$ cat src/common/id_pkg.sv
// ----------------------------------------------------------
// Decode stage package
// Fetch and issue entry types, functional unit encoding,
// exception record, opcode and cause constants
// ----------------------------------------------------------
`default_nettype none

package id_pkg;

  // One word as delivered by the fetch unit
  typedef struct packed {
    logic [31:0] pc;
    logic [31:0] instr;
    logic        fetch_fault;
  } fetch_entry_t;

  typedef enum logic [2:0] {
    FU_NONE   = 3'd0,
    FU_ALU    = 3'd1,
    FU_BRANCH = 3'd2,
    FU_LOAD   = 3'd3,
    FU_STORE  = 3'd4,
    FU_CSR    = 3'd5
  } fu_t;

  typedef struct packed {
    logic       valid;
    logic [3:0] cause;
  } exception_t;

  // Decoded instruction as handed to issue
  typedef struct packed {
    logic [31:0] pc;
    logic [31:0] orig_instr;
    fu_t         fu;
    logic [4:0]  rd;
    logic [4:0]  rs1;
    logic [4:0]  rs2;
    logic [31:0] imm;
    logic        is_compressed;
    logic        is_ctrl_flow;
    exception_t  ex;
  } issue_entry_t;

  // ----------------------------------------------------------
  // Exception causes
  // ----------------------------------------------------------
  localparam logic [3:0] CAUSE_FETCH_FAULT = 4'd1;
  localparam logic [3:0] CAUSE_ILLEGAL     = 4'd2;
  localparam logic [3:0] CAUSE_BREAKPOINT  = 4'd3;
  localparam logic [3:0] CAUSE_ECALL_M     = 4'd11;

  // ----------------------------------------------------------
  // RV32I major opcodes
  // ----------------------------------------------------------
  localparam logic [6:0] OPC_LUI    = 7'b0110111;
  localparam logic [6:0] OPC_AUIPC  = 7'b0010111;
  localparam logic [6:0] OPC_JAL    = 7'b1101111;
  localparam logic [6:0] OPC_JALR   = 7'b1100111;
  localparam logic [6:0] OPC_BRANCH = 7'b1100011;
  localparam logic [6:0] OPC_LOAD   = 7'b0000011;
  localparam logic [6:0] OPC_STORE  = 7'b0100011;
  localparam logic [6:0] OPC_OP_IMM = 7'b0010011;
  localparam logic [6:0] OPC_OP     = 7'b0110011;
  localparam logic [6:0] OPC_SYSTEM = 7'b1110011;

endpackage

`default_nettype wire

$ cat src/decode/compressed_expander.sv
// ----------------------------------------------------------
// RVC expander
// Maps the supported 16-bit encodings onto their RV32I
// equivalents and flags everything else as illegal.
// Full-width words pass straight through
// ----------------------------------------------------------
`timescale 1ns/100ps
`default_nettype none

module compressed_expander (
  input  logic [31:0] instr_i,
  output logic [31:0] instr_o,
  output logic        is_compressed_o,
  output logic        illegal_o
);

  import id_pkg::*;

  logic [11:0] imm_i6;
  logic [11:0] mem_off;
  logic [20:0] j_off;
  logic [12:0] b_off;
  logic [4:0]  rd_p;
  logic [4:0]  rs2_p;

  // Compressed register fields address x8 to x15
  assign rd_p  = {2'b01, instr_i[4:2]};
  assign rs2_p = {2'b01, instr_i[9:7]};

  // Sign-extended 6-bit immediate of C.ADDI and C.LI
  assign imm_i6  = {{6{instr_i[12]}}, instr_i[12], instr_i[6:2]};
  // C.LW and C.SW word offset
  assign mem_off = {5'b0, instr_i[5], instr_i[12:10], instr_i[6], 2'b00};
  assign j_off   = {{9{instr_i[12]}}, instr_i[12], instr_i[8], instr_i[10:9], instr_i[6],
                    instr_i[7], instr_i[2], instr_i[11], instr_i[5:3], 1'b0};
  assign b_off   = {{4{instr_i[12]}}, instr_i[12], instr_i[6:5], instr_i[2],
                    instr_i[11:10], instr_i[4:3], 1'b0};

  assign is_compressed_o = (instr_i[1:0] != 2'b11);

  always_comb begin
    instr_o   = instr_i;
    illegal_o = 1'b0;
    if (is_compressed_o) begin
      unique case ({instr_i[15:13], instr_i[1:0]})
        // C.LW
        5'b010_00: begin
          instr_o = {mem_off, rs2_p, 3'b010, rd_p, OPC_LOAD};
        end
        // C.SW
        5'b110_00: begin
          instr_o = {mem_off[11:5], rd_p, rs2_p, 3'b010, mem_off[4:0], OPC_STORE};
        end
        // C.ADDI and C.NOP
        5'b000_01: begin
          instr_o = {imm_i6, instr_i[11:7], 3'b000, instr_i[11:7], OPC_OP_IMM};
        end
        // C.LI
        5'b010_01: begin
          instr_o = {imm_i6, 5'd0, 3'b000, instr_i[11:7], OPC_OP_IMM};
        end
        // C.LUI, where rd x2 would be C.ADDI16SP
        5'b011_01: begin
          instr_o = {{14{instr_i[12]}}, instr_i[12], instr_i[6:2], instr_i[11:7], OPC_LUI};
          if (instr_i[11:7] == 5'd2 || {instr_i[12], instr_i[6:2]} == 6'd0) begin
            illegal_o = 1'b1;
          end
        end
        // C.J
        5'b101_01: begin
          instr_o = {j_off[20], j_off[10:1], j_off[11], j_off[19:12], 5'd0, OPC_JAL};
        end
        // C.BEQZ and C.BNEZ
        5'b110_01, 5'b111_01: begin
          instr_o = {b_off[12], b_off[10:5], 5'd0, rs2_p, 2'b00, instr_i[13],
                     b_off[4:1], b_off[11], OPC_BRANCH};
        end
        5'b100_10: begin
          if (!instr_i[12]) begin
            if (instr_i[6:2] == 5'd0) begin
              // C.JR with rs1 x0 is reserved
              instr_o   = {12'd0, instr_i[11:7], 3'b000, 5'd0, OPC_JALR};
              illegal_o = (instr_i[11:7] == 5'd0);
            end else begin
              // C.MV
              instr_o = {7'd0, instr_i[6:2], 5'd0, 3'b000, instr_i[11:7], OPC_OP};
            end
          end else if (instr_i[6:2] != 5'd0) begin
            // C.ADD
            instr_o = {7'd0, instr_i[6:2], instr_i[11:7], 3'b000, instr_i[11:7], OPC_OP};
          end else begin
            // C.EBREAK and C.JALR are not supported
            illegal_o = 1'b1;
          end
        end
        // Covers the all-zero halfword and every unsupported encoding
        default: begin
          illegal_o = 1'b1;
        end
      endcase
    end
  end

endmodule

`default_nettype wire

$ cat src/decode/instr_decoder.sv
// ----------------------------------------------------------
// RV32I decoder
// Turns an expanded instruction into an issue entry with
// functional unit, register fields, immediate and exception
// ----------------------------------------------------------
`timescale 1ns/100ps
`default_nettype none

module instr_decoder (
  input  logic                [31:0] pc_i,
  input  logic                [31:0] instr_i,
  input  logic                [31:0] orig_instr_i,
  input  logic                       is_compressed_i,
  input  logic                       illegal_i,
  input  logic                       fetch_fault_i,
  output id_pkg::issue_entry_t       entry_o
);

  import id_pkg::*;

  logic [6:0]  opcode;
  logic [2:0]  funct3;
  logic [6:0]  funct7;
  logic [31:0] imm_i;
  logic [31:0] imm_s;
  logic [31:0] imm_b;
  logic [31:0] imm_u;
  logic [31:0] imm_j;
  logic        illegal;
  logic        is_ecall;
  logic        is_ebreak;

  assign opcode = instr_i[6:0];
  assign funct3 = instr_i[14:12];
  assign funct7 = instr_i[31:25];

  assign imm_i = {{20{instr_i[31]}}, instr_i[31:20]};
  assign imm_s = {{20{instr_i[31]}}, instr_i[31:25], instr_i[11:7]};
  assign imm_b = {{19{instr_i[31]}}, instr_i[31], instr_i[7], instr_i[30:25],
                  instr_i[11:8], 1'b0};
  assign imm_u = {instr_i[31:12], 12'd0};
  assign imm_j = {{11{instr_i[31]}}, instr_i[31], instr_i[19:12], instr_i[20],
                  instr_i[30:21], 1'b0};

  always_comb begin
    entry_o               = '0;
    entry_o.pc            = pc_i;
    entry_o.orig_instr    = orig_instr_i;
    entry_o.fu            = FU_NONE;
    entry_o.is_compressed = is_compressed_i;
    illegal               = 1'b0;
    is_ecall              = 1'b0;
    is_ebreak             = 1'b0;

    unique case (opcode)
      OPC_LUI, OPC_AUIPC: begin
        entry_o.fu  = FU_ALU;
        entry_o.rd  = instr_i[11:7];
        entry_o.imm = imm_u;
      end
      OPC_JAL: begin
        entry_o.fu           = FU_BRANCH;
        entry_o.rd           = instr_i[11:7];
        entry_o.imm          = imm_j;
        entry_o.is_ctrl_flow = 1'b1;
      end
      OPC_JALR: begin
        entry_o.fu           = FU_BRANCH;
        entry_o.rd           = instr_i[11:7];
        entry_o.rs1          = instr_i[19:15];
        entry_o.imm          = imm_i;
        entry_o.is_ctrl_flow = 1'b1;
        illegal              = (funct3 != 3'b000);
      end
      OPC_BRANCH: begin
        entry_o.fu           = FU_BRANCH;
        entry_o.rs1          = instr_i[19:15];
        entry_o.rs2          = instr_i[24:20];
        entry_o.imm          = imm_b;
        entry_o.is_ctrl_flow = 1'b1;
        illegal              = (funct3 == 3'b010) || (funct3 == 3'b011);
      end
      OPC_LOAD: begin
        entry_o.fu  = FU_LOAD;
        entry_o.rd  = instr_i[11:7];
        entry_o.rs1 = instr_i[19:15];
        entry_o.imm = imm_i;
        illegal     = (funct3 == 3'b011) || (funct3[2:1] == 2'b11);
      end
      OPC_STORE: begin
        entry_o.fu  = FU_STORE;
        entry_o.rs1 = instr_i[19:15];
        entry_o.rs2 = instr_i[24:20];
        entry_o.imm = imm_s;
        illegal     = (funct3[2] || funct3 == 3'b011);
      end
      OPC_OP_IMM: begin
        entry_o.fu  = FU_ALU;
        entry_o.rd  = instr_i[11:7];
        entry_o.rs1 = instr_i[19:15];
        entry_o.imm = imm_i;
        // Shift amounts only allow the SRAI variant in the upper bits
        if (funct3 == 3'b001) begin
          illegal = (funct7 != 7'd0);
        end else if (funct3 == 3'b101) begin
          illegal = (funct7 != 7'd0) && (funct7 != 7'b0100000);
        end
      end
      OPC_OP: begin
        entry_o.fu  = FU_ALU;
        entry_o.rd  = instr_i[11:7];
        entry_o.rs1 = instr_i[19:15];
        entry_o.rs2 = instr_i[24:20];
        illegal     = !((funct7 == 7'd0) ||
                        (funct7 == 7'b0100000 && (funct3 == 3'b000 || funct3 == 3'b101)));
      end
      OPC_SYSTEM: begin
        if (funct3 == 3'b000) begin
          is_ecall  = (instr_i == 32'h0000_0073);
          is_ebreak = (instr_i == 32'h0010_0073);
          illegal   = !is_ecall && !is_ebreak;
        end else begin
          // CSR access, rs1 also carries the zimm of the immediate forms
          entry_o.fu  = FU_CSR;
          entry_o.rd  = instr_i[11:7];
          entry_o.rs1 = instr_i[19:15];
          entry_o.imm = {20'd0, instr_i[31:20]};
          illegal     = (funct3 == 3'b100);
        end
      end
      default: begin
        illegal = 1'b1;
      end
    endcase

    // Exception priority
    if (fetch_fault_i) begin
      entry_o.ex = '{valid: 1'b1, cause: CAUSE_FETCH_FAULT};
    end else if (illegal_i || illegal) begin
      entry_o.ex = '{valid: 1'b1, cause: CAUSE_ILLEGAL};
    end else if (is_ebreak) begin
      entry_o.ex = '{valid: 1'b1, cause: CAUSE_BREAKPOINT};
    end else if (is_ecall) begin
      entry_o.ex = '{valid: 1'b1, cause: CAUSE_ECALL_M};
    end
    if (entry_o.ex.valid) begin
      entry_o.fu = FU_NONE;
    end
  end

endmodule

`default_nettype wire

$ cat src/verilog/fetch_queue.sv
// ----------------------------------------------------------
// Fetch queue
// Circular FIFO filled by credited pushes from fetch. Each
// popped entry returns one credit to fetch
// ----------------------------------------------------------
`timescale 1ns/100ps
`default_nettype none

module fetch_queue #(
  parameter int unsigned FETCH_DEPTH = 4
) (
  input  logic                 clk_i,
  input  logic                 rst_ni,
  input  logic                 flush_i,
  input  logic                 fetch_valid_i,
  input  id_pkg::fetch_entry_t fetch_entry_i,
  input  logic                 pop_i,
  output id_pkg::fetch_entry_t head_o,
  output logic                 head_valid_o,
  output logic                 fetch_credit_o
);

  import id_pkg::*;

  localparam int unsigned PW = (FETCH_DEPTH > 1) ? $clog2(FETCH_DEPTH) : 1;
  localparam int unsigned CW = $clog2(FETCH_DEPTH + 1);

  fetch_entry_t    mem_q [FETCH_DEPTH];
  logic [PW-1:0]   wr_ptr_q;
  logic [PW-1:0]   rd_ptr_q;
  logic [CW-1:0]   count_q;
  logic            push;
  logic            pop;

  assign push = fetch_valid_i && !flush_i;
  assign pop  = pop_i && head_valid_o && !flush_i;

  assign head_o         = mem_q[rd_ptr_q];
  assign head_valid_o   = (count_q != '0);
  assign fetch_credit_o = pop;

  always_ff @(posedge clk_i or negedge rst_ni) begin
    if (!rst_ni) begin
      wr_ptr_q <= '0;
      rd_ptr_q <= '0;
      count_q  <= '0;
    end else if (flush_i) begin
      wr_ptr_q <= '0;
      rd_ptr_q <= '0;
      count_q  <= '0;
    end else begin
      if (push) begin
        wr_ptr_q <= (wr_ptr_q == PW'(FETCH_DEPTH - 1)) ? '0 : wr_ptr_q + 1'b1;
      end
      if (pop) begin
        rd_ptr_q <= (rd_ptr_q == PW'(FETCH_DEPTH - 1)) ? '0 : rd_ptr_q + 1'b1;
      end
      count_q <= count_q + CW'(push) - CW'(pop);
    end
  end

  // Storage
  always_ff @(posedge clk_i) begin
    if (push) begin
      mem_q[wr_ptr_q] <= fetch_entry_i;
    end
  end

endmodule

`default_nettype wire

$ cat src/verilog/issue_port.sv
// ----------------------------------------------------------
// Issue port
// ID/issue pipeline register with a credit counter towards
// the issue unit. Sends one entry per credit
// ----------------------------------------------------------
`timescale 1ns/100ps
`default_nettype none

module issue_port #(
  parameter int unsigned ISSUE_CREDITS = 2
) (
  input  logic                 clk_i,
  input  logic                 rst_ni,
  input  logic                 flush_i,
  input  id_pkg::issue_entry_t entry_i,
  input  logic                 entry_valid_i,
  input  logic                 issue_credit_i,
  output logic                 pop_o,
  output logic                 issue_valid_o,
  output id_pkg::issue_entry_t issue_entry_o
);

  import id_pkg::*;

  localparam int unsigned CW = $clog2(ISSUE_CREDITS + 1);

  logic          valid_q;
  issue_entry_t  entry_q;
  logic [CW-1:0] credits_q;
  logic [CW-1:0] credits_left;
  logic          send;
  logic          load;

  // ----------------------------------------------------------
  // Send and load decisions
  // ----------------------------------------------------------
  assign send         = valid_q && (credits_q != '0) && !flush_i;
  // Credits that remain once this cycle's send is paid for
  assign credits_left = credits_q - CW'(send);
  assign load         = entry_valid_i && !flush_i && (!valid_q || send) &&
                        (credits_left != '0);

  assign pop_o         = load;
  assign issue_valid_o = send;
  assign issue_entry_o = entry_q;

  always_ff @(posedge clk_i or negedge rst_ni) begin
    if (!rst_ni) begin
      valid_q <= 1'b0;
    end else if (flush_i) begin
      valid_q <= 1'b0;
    end else if (load) begin
      valid_q <= 1'b1;
    end else if (send) begin
      valid_q <= 1'b0;
    end
  end

  // Credits are kept across a flush
  always_ff @(posedge clk_i or negedge rst_ni) begin
    if (!rst_ni) begin
      credits_q <= CW'(ISSUE_CREDITS);
    end else begin
      credits_q <= credits_left + CW'(issue_credit_i);
    end
  end

  always_ff @(posedge clk_i) begin
    if (load) begin
      entry_q <= entry_i;
    end
  end

endmodule

`default_nettype wire

$ cat src/verilog/id_stage_top.sv
// ----------------------------------------------------------
// Instruction decode stage
// Fetch queue, RVC expander, RV32I decoder and issue port
// between the fetch and issue units
// ----------------------------------------------------------
`timescale 1ns/100ps
`default_nettype none

module id_stage_top #(
  parameter int unsigned FETCH_DEPTH   = 4,
  parameter int unsigned ISSUE_CREDITS = 2
) (
  input  logic                 clk_i,
  input  logic                 rst_ni,
  input  logic                 flush_i,
  input  logic                 fetch_valid_i,
  input  id_pkg::fetch_entry_t fetch_entry_i,
  input  logic                 issue_credit_i,
  output logic                 fetch_credit_o,
  output logic                 issue_valid_o,
  output id_pkg::issue_entry_t issue_entry_o
);

  import id_pkg::*;

  fetch_entry_t head;
  logic         head_valid;
  logic         pop;
  logic [31:0]  expanded_instr;
  logic         is_compressed;
  logic         illegal_rvc;
  issue_entry_t decoded;

  fetch_queue #(
    .FETCH_DEPTH(FETCH_DEPTH)
  ) u_fetch_queue (
    .clk_i         (clk_i),
    .rst_ni        (rst_ni),
    .flush_i       (flush_i),
    .fetch_valid_i (fetch_valid_i),
    .fetch_entry_i (fetch_entry_i),
    .pop_i         (pop),
    .head_o        (head),
    .head_valid_o  (head_valid),
    .fetch_credit_o(fetch_credit_o)
  );

  compressed_expander u_compressed_expander (
    .instr_i        (head.instr),
    .instr_o        (expanded_instr),
    .is_compressed_o(is_compressed),
    .illegal_o      (illegal_rvc)
  );

  instr_decoder u_instr_decoder (
    .pc_i           (head.pc),
    .instr_i        (expanded_instr),
    .orig_instr_i   (head.instr),
    .is_compressed_i(is_compressed),
    .illegal_i      (illegal_rvc),
    .fetch_fault_i  (head.fetch_fault),
    .entry_o        (decoded)
  );

  issue_port #(
    .ISSUE_CREDITS(ISSUE_CREDITS)
  ) u_issue_port (
    .clk_i         (clk_i),
    .rst_ni        (rst_ni),
    .flush_i       (flush_i),
    .entry_i       (decoded),
    .entry_valid_i (head_valid),
    .issue_credit_i(issue_credit_i),
    .pop_o         (pop),
    .issue_valid_o (issue_valid_o),
    .issue_entry_o (issue_entry_o)
  );

endmodule

`default_nettype wire

$ cat config.mk
export PLATFORM = sky130hd
export DESIGN_NAME = id_stage_top
export DESIGN_NICKNAME = d
export VERILOG_FILES = /design/src/common/id_pkg.sv /design/src/decode/compressed_expander.sv /design/src/decode/instr_decoder.sv /design/src/verilog/fetch_queue.sv /design/src/verilog/issue_port.sv /design/src/verilog/id_stage_top.sv
export SDC_FILE = /design/constraint.sdc
export NUM_CORES = 1
export LEC_CHECK = 0
export BUFFER_PORTS_ARGS = -buffer_cell sky130_fd_sc_hd__buf_2
export CAP_MARGIN = 20
export CORE_ASPECT_RATIO = 1.1
export CORE_MARGIN = 8
export CORE_UTILIZATION = 52
export CTS_CLUSTER_DIAMETER = 200
export DETAILED_ROUTE_END_ITERATION = 10
export HOLD_SLACK_MARGIN = 0.12
export PLACE_DENSITY_LB_ADDON = 0.12
export SLEW_MARGIN = 15
export SYNTH_ARGS = -nofsm -noshare
export SYNTH_HDL_FRONTEND = slang
export SYNTH_SLANG_ARGS = --single-unit
$ cat constraint.sdc
create_clock -name clk_i -period 20.5 [get_ports clk_i]
set_input_delay 5.125 -clock clk_i [delete_from_list [all_inputs] [get_ports clk_i]]
set_output_delay 5.125 -clock clk_i [all_outputs]
set_load 0.005 [all_outputs]
==> run_results.csv <==
group,metric,value,unit
routing,drc,0,
clock_network,insertion_delay,530,ps
clock_network,clk_path_buf_depth,3,
layout,mostFrequentLayoutCells,"edfxtp_1 (380), buf_2 (192), mux4_2 (65)",
yosys,syn-cell-area,15800,µm²
power_and_ir_drop,p_leak,6.31,nW
yosys,syn_nets,951,
worst_setup_path,endpoint_kind,"output port",
place,hpwl,22800,µm
timing,finalSetupTns,0,ps
layout,final_layout_size_suffix_gt1_share,32.6,%
place,portBuffers,191,
clock_network,cts_setup_buffers,0,
worst_setup_path,start_kind,"input port",
grt,grt.busiest_layer,"met2",
worst_setup_path,setup.worst_path.start,"flush_i",
timing,min_period,12060,ps
timing,maxSlewHeadroom,28.3,%
routing,drt_iter0_drc,794,
power_and_ir_drop,seq_power_share,41.0,%
floorplan,die_w,182,µm
worst_setup_path,r2r_start,"u_fetch_queue.rd_ptr_q[0]$_DFFE_PN0P_",
timing,tightest_slew,1080,ps
power_and_ir_drop,ir_drop,0.0000888,V
grt,grt_use_total,18.9,%
place,dpl-instance-area,17100,µm²
timing,finalClockSkew,9.89,ps
timing,setup_viol,0,
power_and_ir_drop,switching_share,32.5,%
routing,routedWlPerCell,23.7,µm
floorplan,io_pins,193,
grt,antenna_found_initial,4,
yosys,yosys_warnings,0,
layout,syn2layout_area_growth,16.9,%
floorplan,die_area,36100,µm²
floorplan,coreArea,30200,µm²
clock_network,clk_pin_slew_worst_paths,60,ps
hold_path,hold_start,"u_fetch_queue.wr_ptr_q[1]$_DFFE_PN0P_",
timing,timing.hold.ws,587,ps
yosys,synth_top_area_share,72.4,%
worst_setup_path,worstPathMaxFanout,12,
place,gp_congestion,0.956,
grt,grt_max_degree,68,
routing,firstDrtPassIters,5,
worst_setup_path,required,15380,ps
power_and_ir_drop,pwr-share-comb,31.1,%
layout,final_cell_count_no_fill,1475,
timing,rsz0062_at_grt,"false",
timing,fin_crit_sh,58.8,%
yosys,synth_area_leaders,"edfxtp_1 (72%), mux4_2 (9.3%), dfrtp_1 (1.4%)",
grt,grt_use_met1,23.6,%
clock_network,ctsResizeCount,0,
layout,diodes,0,
yosys,ys_seq_elements,390,
yosys,avgSynthCellArea,18.1,µm²
grt,met2_usage,31.8,%
floorplan,die_h,199,µm
yosys,synthCells,871,
run_status,status,"completed",
place,pre_cts_slack,8440,ps
routing,ant_nets,0,
layout,final_common_cell,"edfxtp_1",
clock_network,cts_sinks,390,
clock_network,cts_tree,"built",
timing,hold_viol_final,0,
power_and_ir_drop,internal_power,1.79,mW
routing,routed_wirelength,34900,µm
place,dp_cells,1407,
clock_network,cts_hold_buffers,0,
routing,routed_via_density,5.93,
power_and_ir_drop,clkPwrFrac,27.9,%
worst_setup_path,cp.arrival,6940,ps
clock_network,cts-buffers-inserted,39,
yosys,synth.distinct_cells,85,
layout,fill_cells,2204,
layout,stdcell_area,18400,µm²
layout,final_util,61.1,%
worst_setup_path,crit_type,"in2out",
yosys,yosys.area.top_type,"edfxtp_1",
clock_network,htree_levels,2,
layout,final_nets,1149,
routing,vias,8743,
hold_path,hold_class,"reg2reg",
floorplan,rows,67,
yosys,async_reset_ff_share,2.56,%
grt,met3_usage,4.97,%
yosys,yosysSeqAreaShare,74.0,%
grt,overflow,0,
power_and_ir_drop,power,2.66,mW
timing,fmax,82.9,MHz
timing,worst_slack,8440,ps
power_and_ir_drop,switchingPower,0.863,mW
yosys,synth_edf_count,380,
yosys,synthFlopType,"edfxtp_1",
grt,grt_pass1_wl,52200,µm
power_and_ir_drop,powerDensity,144,nW/µm²
timing,maxSlewViolCount,0,
grt,grt_pass1_vias,8888,
flow_run,cap_violations,0,
floorplan,start_util,52.2,%
clock_network,cts_root_buffer,"clkbuf_16",
[registers in the layout (all words and copies together), names as in the netlist]
name	flops
u_fetch_queue.count_q	3
u_fetch_queue.mem_q	260
u_fetch_queue.rd_ptr_q	2
u_fetch_queue.wr_ptr_q	2
u_issue_port.credits_q	2
u_issue_port.issue_entry_o	120
u_issue_port.valid_q	1
[power groups by stage]
stage          logic (mW)  clock network [mW]  registers (mW)
2_1_floorplan       0.548                   0            1.11
5_1_grt             0.893               0.783            1.10
3_5_place_dp        0.822                   0            1.11
6_report            0.827               0.741            1.09
3_3_place_gp        0.818                   0            1.11
4_1_cts             0.825               0.755            1.09
[path summary, 6_finish.rpt]
| check | endpoint | slack [ps] | depth (start not counted) |
|---|---|---|---|
| setup / recovery | fetch_credit_o | 8440 | 7 |
| hold / removal | u_fetch_queue.wr_ptr_q[1]$_DFFE_PN0P_ | 590 | 2 |
| setup reg to reg | u_issue_port.issue_entry_o[50]$_DFFE_PP_ | 14730 | 10 |
| hold reg to reg | u_fetch_queue.wr_ptr_q[1]$_DFFE_PN0P_ | 590 | 2 |
| max in group asynchronous | u_issue_port.credits_q[1]$_DFF_PN1_ | 15780 | 1 |
| min in group asynchronous | u_fetch_queue.wr_ptr_q[1]$_DFFE_PN0P_ | 4450 | 1 |
[area by class of cell]
cell class	instances	area [µm²]	share of cell area (%)
clock buffers	48	1050	5.71
repair buffers	201	1030	5.58
clock inverters	20	293	1.59
multi-input cells	421	3850	20.9
well taps	379	474	2.57
inverters	16	60.1	0.326
flip-flops and latches	390	11700	63.3
[synth_stat cells (6+ instances only)]
master and instances:
a211oi_1 6, dfrtp_1 9, mux4_2 65, nor3_1 10, edfxtp_1 380, nor2b_1 13
o21a_1 8, inv_1 16, and3_1 6, a21oi_1 25, nand2b_1 9, ha_1 9
and2_1 8, nand2_1 31, o22ai_1 8, buf_1 11, nand4_1 6, nor2_1 46
clkbuf_1 17, o21ai_0 42, buf_2 9
[cells by family (layout without fill, tap and decap cells)]
kind of cell | Yosys count | after routing | synth area share [%]
flops | 390 | 390 | 74.0
buf+inv | 60 | 285 | 1.79
fa+ha+maj | 10 | 10 | 0.841
xor+xnor | 6 | 6 | 0.333
compound gates | 163 | 163 | 7.52
simple gates | 171 | 171 | 5.89
mux | 70 | 70 | 9.62
other cells | 1 | 1 | 0.0238
[metal layers]
metal / part of all wire (%) / routed length, µm
met1: 41 / 14200
met2: 49 / 17100
met3: 7.3 / 2560
met4: 3.0 / 1040
met5: 0.13 / 46
[worst max-delay path: stages]
cell and delay [ps]:
buf_2 180, nor3b_1 290, ha_1 210, xnor2_1 90
and2_1 220, a2111oi_0 590, buf_2 230
Power figures use the tool's default switching activity.
